File: config.mk
export PLATFORM = sky130hd
export DESIGN_NAME = addr_translate_top
export DESIGN_NICKNAME = d
export VERILOG_FILES = /design/src/logic/addr_pkg.sv /design/src/logic/addr_stage_if.sv /design/src/logic/offset_lookup.sv /design/src/logic/range_decoder.sv /design/src/logic/addr_select.sv /design/src/logic/addr_translate_top.sv
export SDC_FILE = /design/constraint.sdc
export NUM_CORES = 1
export LEC_CHECK = 0
export BUFFER_PORTS_ARGS = -buffer_cell sky130_fd_sc_hd__clkbuf_2
export CAP_MARGIN = 5
export CORE_ASPECT_RATIO = 0.75
export CORE_MARGIN = 2
export CORE_UTILIZATION = 54
export DETAILED_ROUTE_END_ITERATION = 16
export GPL_ROUTABILITY_DRIVEN = 0
export PLACE_DENSITY = 0.74
export SLEW_MARGIN = 20
export SYNTH_ARGS = -nofsm -noshare
export SYNTH_HDL_FRONTEND = slang
export SYNTH_SLANG_ARGS = --single-unit
File: constraint.sdc
create_clock -name clock -period 2.05 [get_ports clock]
set_input_delay 0.1025 -clock clock [delete_from_list [all_inputs] [get_ports clock]]
set_output_delay 0.1025 -clock clock [all_outputs]
set_load 0.02 [all_outputs]
File: src/logic/addr_pkg.sv
// sizes, page numbers and the address word union shared by the
// per-thread address translator
`default_nettype none

package addr_pkg;

    // read address and its page/index split
    localparam int ADDR_W  = 16;
    localparam int PAGE_W  = 4;
    localparam int INDEX_W = 12;

    // barrel scheduler threads
    localparam int THREAD_COUNT = 8;
    localparam int THREAD_W     = 3;

    // offsets are added modulo 2^OFFSET_W
    localparam int OFFSET_W = 16;

    // pages that are never translated
    // they are distinct, so at most one of them can match a given address
    localparam logic [PAGE_W-1:0] HIGHMEM_PAGE = 4'd14;
    localparam logic [PAGE_W-1:0] IO_PAGE      = 4'd15;

    // one address word, read flat for the offset add
    // or split into page and index for range decoding
    typedef union packed {
        logic [ADDR_W-1:0] flat;
        struct packed {
            logic [PAGE_W-1:0]  page;  // upper bits select the page
            logic [INDEX_W-1:0] index;
        } fields;
    } addr_word_u;

endpackage

`default_nettype wire

File: src/logic/addr_stage_if.sv
// stage-1 address slot between the lookup/decode parts and the selector
`timescale 1ns/1ps
`default_nettype none

interface addr_stage_if;
    import addr_pkg::*;

    addr_word_u          raw_addr;  // address as sampled
    logic                bypass;    // address lies in high-mem or I/O page
    logic [OFFSET_W-1:0] offset;    // offset of the thread that owns the slot
    logic [THREAD_W-1:0] thread;

    modport lookup_mp (
        output offset,
        output thread
    );

    modport decode_mp (
        output raw_addr,
        output bypass
    );

    modport select_mp (
        input raw_addr,
        input bypass,
        input offset,
        input thread
    );

endinterface

`default_nettype wire

File: src/logic/offset_lookup.sv
// thread counter, per-thread offset table with its Wishbone classic slave,
// and the registered offset read for the current thread
`timescale 1ns/1ps
`default_nettype none

module offset_lookup (
    input  logic                          clock,
    input  logic                          arst_n,
    input  logic                          wb_cyc,
    input  logic                          wb_stb,
    input  logic                          wb_we,
    input  logic [addr_pkg::THREAD_W-1:0] wb_adr,
    input  logic [addr_pkg::OFFSET_W-1:0] wb_dat_w,
    output logic [addr_pkg::OFFSET_W-1:0] wb_dat_r,
    output logic                          wb_ack,
    addr_stage_if.lookup_mp               stage
);
    import addr_pkg::*;

    logic [THREAD_W-1:0] thread_count;
    logic [OFFSET_W-1:0] offset_table [THREAD_COUNT];
    logic                wb_access;

    // a new access starts only while ack is low, so each strobe is served once
    assign wb_access = wb_cyc & wb_stb & ~wb_ack;

    // round robin over the hardware threads, one per clock
    always_ff @(posedge clock or negedge arst_n) begin
        if (!arst_n) begin
            thread_count <= '0;
        end else if (thread_count == THREAD_W'(THREAD_COUNT - 1)) begin
            thread_count <= '0;
        end else begin
            thread_count <= thread_count + 1'b1;
        end
    end

    // table update lands on the ack edge
    // the next lookup already sees the new value
    always_ff @(posedge clock or negedge arst_n) begin
        if (!arst_n) begin
            wb_ack <= 1'b0;
            for (int i = 0; i < THREAD_COUNT; i++) begin
                offset_table[i] <= '0;
            end
        end else begin
            wb_ack <= wb_access;
            if (wb_access && wb_we) begin
                offset_table[wb_adr] <= wb_dat_w;
            end
        end
    end

    // read data is valid while ack is high
    always_ff @(posedge clock) begin
        if (wb_access) begin
            wb_dat_r <= offset_table[wb_adr];
        end
    end

    // the thread number travels with its offset so the slot stays coherent
    always_ff @(posedge clock or negedge arst_n) begin
        if (!arst_n) begin
            stage.offset <= '0;
            stage.thread <= '0;
        end else begin
            stage.offset <= offset_table[thread_count];
            stage.thread <= thread_count;
        end
    end

endmodule

`default_nettype wire

File: src/logic/range_decoder.sv
// page range check that marks high-mem and I/O addresses as untranslated
`timescale 1ns/1ps
`default_nettype none

module range_decoder (
    input  logic                        clock,
    input  logic                        arst_n,
    input  logic [addr_pkg::ADDR_W-1:0] addr_in,
    addr_stage_if.decode_mp             stage
);
    import addr_pkg::*;

    addr_word_u addr_view;
    logic       in_highmem;
    logic       in_io;

    assign addr_view  = addr_in;
    assign in_highmem = (addr_view.fields.page == HIGHMEM_PAGE);
    assign in_io      = (addr_view.fields.page == IO_PAGE);

    always_ff @(posedge clock or negedge arst_n) begin
        if (!arst_n) begin
            stage.raw_addr <= '0;
            stage.bypass   <= 1'b0;
        end else begin
            stage.raw_addr <= addr_view;
            stage.bypass   <= in_highmem | in_io;  // pages never overlap
        end
    end

endmodule

`default_nettype wire

File: src/logic/addr_select.sv
// final stage that picks the raw or offset address and tags it with its thread
`timescale 1ns/1ps
`default_nettype none

module addr_select (
    input  logic                          clock,
    input  logic                          arst_n,
    addr_stage_if.select_mp               stage,
    output logic [addr_pkg::ADDR_W-1:0]   addr_out,
    output logic [addr_pkg::THREAD_W-1:0] thread_out
);
    import addr_pkg::*;

    logic [ADDR_W-1:0] offset_addr;

    // wraps modulo 2^16, carry out is dropped
    assign offset_addr = stage.raw_addr.flat + stage.offset;

    always_ff @(posedge clock or negedge arst_n) begin
        if (!arst_n) begin
            addr_out   <= '0;
            thread_out <= '0;
        end else begin
            addr_out   <= stage.bypass ? stage.raw_addr.flat : offset_addr;
            thread_out <= stage.thread;
        end
    end

endmodule

`default_nettype wire

File: src/logic/addr_translate_top.sv
// top level of the per-thread address translator
// lookup and decode run side by side and feed the selector through one slot
`timescale 1ns/1ps
`default_nettype none

module addr_translate_top (
    input  logic                          clock,
    input  logic                          arst_n,
    input  logic [addr_pkg::ADDR_W-1:0]   addr_in,
    input  logic                          wb_cyc,
    input  logic                          wb_stb,
    input  logic                          wb_we,
    input  logic [addr_pkg::THREAD_W-1:0] wb_adr,
    input  logic [addr_pkg::OFFSET_W-1:0] wb_dat_w,
    output logic [addr_pkg::OFFSET_W-1:0] wb_dat_r,
    output logic                          wb_ack,
    output logic [addr_pkg::ADDR_W-1:0]   addr_out,
    output logic [addr_pkg::THREAD_W-1:0] thread_out
);

    addr_stage_if stage_if ();

    offset_lookup offset_lookup_inst (
        .clock    (clock),
        .arst_n   (arst_n),
        .wb_cyc   (wb_cyc),
        .wb_stb   (wb_stb),
        .wb_we    (wb_we),
        .wb_adr   (wb_adr),
        .wb_dat_w (wb_dat_w),
        .wb_dat_r (wb_dat_r),
        .wb_ack   (wb_ack),
        .stage    (stage_if.lookup_mp)
    );

    range_decoder range_decoder_inst (
        .clock   (clock),
        .arst_n  (arst_n),
        .addr_in (addr_in),
        .stage   (stage_if.decode_mp)
    );

    // two cycles from addr_in to addr_out in total
    addr_select addr_select_inst (
        .clock      (clock),
        .arst_n     (arst_n),
        .stage      (stage_if.select_mp),
        .addr_out   (addr_out),
        .thread_out (thread_out)
    );

endmodule

`default_nettype wire

==> results.json <==
{
  "clock-sinks": 203,
  "wl_met3_um": 1540,
  "hold_depth": 3,
  "worstHoldStart": "wb_we",
  "vias_per_cell": 6.06,
  "reg2reg_depth": 8,
  "synthCells": 649,
  "cts_buffers": 21,
  "yosys-top-cells-area": "dfrtp_1 48%, mux2_2 19%, mux4_2 11%, edfxtp_1 4.9%, ha_1 2.2%",
  "antenna_cells": 0,
  "syn_area_per_cell_sq_um": 15.0,
  "die_x_um": 159,
  "clkLatencyLatePin_ns": 0.50,
  "drtAntennaViolNets": 0,
  "fin_util_pct": 65.9,
  "finalHoldViolCount": 0,
  "place_ws_ns": -0.110,
  "post-route-period-util_pct": 97.2,
  "synth_nets": 707,
  "outcome": "completed",
  "gr-total-overflow": 0,
  "leakage_nw": 5.29,
  "p_sw_w": 0.00310,
  "start_kind": "register",
  "num-fill-cells": 1248,
  "syn_area_sq_um": 9730,
  "layout_commonest_cell": "dfrtp_1",
  "final_nets": 836,
  "maxSlewViolCount": 0,
  "synth_top_area_share_pct": 48.1,
  "peakVddDrop_uv": 581,
  "worstReg2RegStart": "offset_lookup_inst.stage.offset[0]",
  "drt_first_pass_iters": 5,
  "pwr-share-comb_pct": 21.2,
  "drive_gt1_share_pct": 48.4,
  "rsz0062_at_grt": "yes",
  "post-route-drc-count": 0,
  "initial_utilization_pct": 55.1,
  "drt_wl_total_um": 22600,
  "setup_ws_ns": 0.0575,
  "synth_ff_type": "dfrtp_1",
  "grt_max_degree": 65,
  "first_iter_violations": 466,
  "power_density_nw_per_um2": 964,
  "grt_pass1_wl_um": 36500,
  "p_int_w": 0.00811,
  "drv_cap": 0,
  "track_usage_pct": 24.5,
  "synth_edf_count": 16,
  "crit_path_max_incr_delay_ns": 0.37,
  "seqPwrFrac_pct": 46.6,
  "clk_pin_slew_ns": 0.06,
  "area.growth.synth_to_final_pct": 19.5,
  "p_sw_share_pct": 27.7,
  "final_cell_mix": "186 x dfrtp_1, 161 x mux2_2, 74 x clkbuf_2, 49 x mux4_2, 33 x dlygate4sd3_1",
  "io_pins": 76,
  "clock.fmax_ghz": 0.502,
  "hold_path_class": "primary input to register",
  "crit_chain": "ha_2 -> fa_2 -> a21o_1 -> nand4_1 -> a211oi_2 -> a211oi_2 -> xor2_1 -> o21ai_0",
  "clock_path_buffers": 3,
  "r2r_end": "addr_select_inst.addr_out[14]",
  "cts_tree": "built",
  "worstMarginPinSlew_ns": 0.766,
  "relSlewSlack_pct": 48.8,
  "placementRows": 42,
  "fin_tns_setup_ns": 0,
  "async_flop_share_pct": 92.1,
  "dp_hpwl_um": 14600,
  "synth_seq_area_share_pct": 53.0,
  "vias": 6266,
  "r2r_slack_ns": 0.06,
  "met1_length_um": 9790,
  "top_layer": "met4",
  "worstPathRequired_ns": 2.40,
  "cts_root_buffer": "clkbuf_16",
  "htree_levels": 1,
  "core-area_sq_um": 17700,
  "clockPowerShare_pct": 32.2,
  "endpoint_kind": "register",
  "cp_max_fo": 3,
  "setup_viol": 0,
  "dieArea_sq_um": 19100,
  "die_y_um": 120,
  "wl_met2_um": 10600,
  "worstSetupPathType": "register to register",
  "ys_seq_elements": 203,
  "ys_types": 58,
  "portBuffers": 75,
  "grt_pass1_vias": 6579,
  "antenna_found_initial": 0,
  "ys_warn_count": 0,
  "synth_top_area_cell": "dfrtp_1",
  "wl_per_cell_um": 21.9,
  "slowest_stage": "dfrtp_1",
  "cp_common_cell": "a211oi_2",
  "min_to": "offset_lookup_inst.offset_table[95]",
  "worst_clock_skew_ns": 0.0102,
  "post-route-min-period_ns": 1.99,
  "cp.arrival_ns": 2.35
}
-- logic make-up after synthesis --
logic type	share of synthesized area, %
muxes	31.1
xor gates and xnor gates	1.08
adders and majority gates	2.39
buffers and inverters	2.33
and+or+nand+nor	4.78
AOI/OAI and AO/OA	5.35
DFF	53.0
-- worst max-delay path by stage --
| stage | startpoint | end | slack (ns) |
|---|---|---|---|
| after floorplan | offset_lookup_inst.wb_ack | offset_lookup_inst.offset_table[85] | 0.02 |
| after global placement | offset_lookup_inst.stage.offset[0] | addr_select_inst.addr_out[12] | -0.04 |
| after detailed placement | offset_lookup_inst.stage.offset[0] | addr_select_inst.addr_out[14] | -0.11 |
| after CTS | offset_lookup_inst.stage.offset[0] | addr_select_inst.addr_out[14] | 0.006 |
| after global routing | offset_lookup_inst.stage.offset[0] | addr_select_inst.addr_out[14] | -0.06 |
| final | offset_lookup_inst.stage.offset[0] | addr_select_inst.addr_out[14] | 0.06 |
-- repair_timing --
action / CTS / global route
buffers inserted: 0 / 1
hold endpoints to repair: 206 / 0
gates resized for setup: 2 / 14
pin swaps: 3 / 8
endpoints found under the setup margin: 4 / 7
hold buffers: 33 / 0
-- flip-flops by register name, indices dropped and copies added (netlist names) --
name	cells
offset_lookup_inst.offset_table	128
addr_select_inst.addr_out	16
offset_lookup_inst.stage.offset	16
offset_lookup_inst.wb_dat_r	16
range_decoder_inst.stage.raw_addr	16
addr_select_inst.thread_out	3
offset_lookup_inst.stage.thread	3
offset_lookup_inst.thread_count	3
offset_lookup_inst.wb_ack	1
range_decoder_inst.stage.bypass	1
-- cells in the mapped netlist (2+ instances only) --
library cell  instances
ha_1                 17
nand3_1               5
buf_1                 4
nor2_1               17
xnor2_1               5
a211oi_1              4
clkbuf_1              7
dfrtp_1             187
a211o_1               2
and2_1                3
mux4_2               49
mux2i_1               8
nand2_1              33
mux2_2              161
a31oi_1               5
o22ai_1               2
and3_1                3
nand2b_1              3
edfxtp_1             16
inv_1                 3
a22o_1                2
buf_2                13
o221ai_1              2
buf_4                 7
a22oi_1               5
o21ai_0              17
a221o_1               6
xor2_1                7
o211ai_1              2
a21oi_1              14
buf_6                 5
a21o_1                6
nand4_1               2
nor2_2                2
o21bai_1              2
-- final cells by class --
type	instances	area, sq um	share of cell area (%)
clock inverters	14	97.6	0.839
repair buffers	142	1070	9.17
multi-input cells	407	4440	38.2
inverters	3	11.3	0.0968
well taps	242	303	2.60
clock buffers	23	553	4.75
flip-flops and latches	203	5160	44.4
-- routing by layer --
| metal | GRT usage, % | vias up |
|---|---|---|
| met3 | 4.32 | 46 |
| met1 | 34.3 | 3232 |
| met5 | 0 | - |
| met2 | 39.6 | 266 |
| met4 | 7.67 | 0 |
| li1 | - | 2722 |
-- power by group through the flow --
stage / Combinational, W / Sequential (W) / Clock, W
after detailed placement: 0.00224 / 0.00527 / 0
after floorplan: 0.00145 / 0.00530 / 0
after global routing: 0.00258 / 0.00529 / 0.00383
final: 0.00238 / 0.00523 / 0.00361
after global placement: 0.00216 / 0.00521 / 0
after CTS: 0.00231 / 0.00520 / 0.00367
-- through the flow --
step / instances / hold WS, ns / total power, W / cell area, sq um
after CTS: 1033 / 0.122 / 0.0112 / 11500
after global placement: 963 / 0.123 / 0.00736 / 10600
after floorplan: 649 / -0.193 / 0.00675 / 9730
after detailed placement: 963 / 0.133 / 0.00751 / 10600
after global routing: 1034 / 0.143 / 0.0117 / 11600
final: 1034 / 0.137 / 0.0112 / 11600
-- worst max-delay path: cells and delay by family (launching register included) --
family          cells  cell delay [ns]
fa+ha+maj           2             0.55
xor+xnor            1             0.18
compound gates      4             0.62
simple gates        1             0.15
flops               1             0.37
No activity file was read; power rests on OpenSTA's default activity.
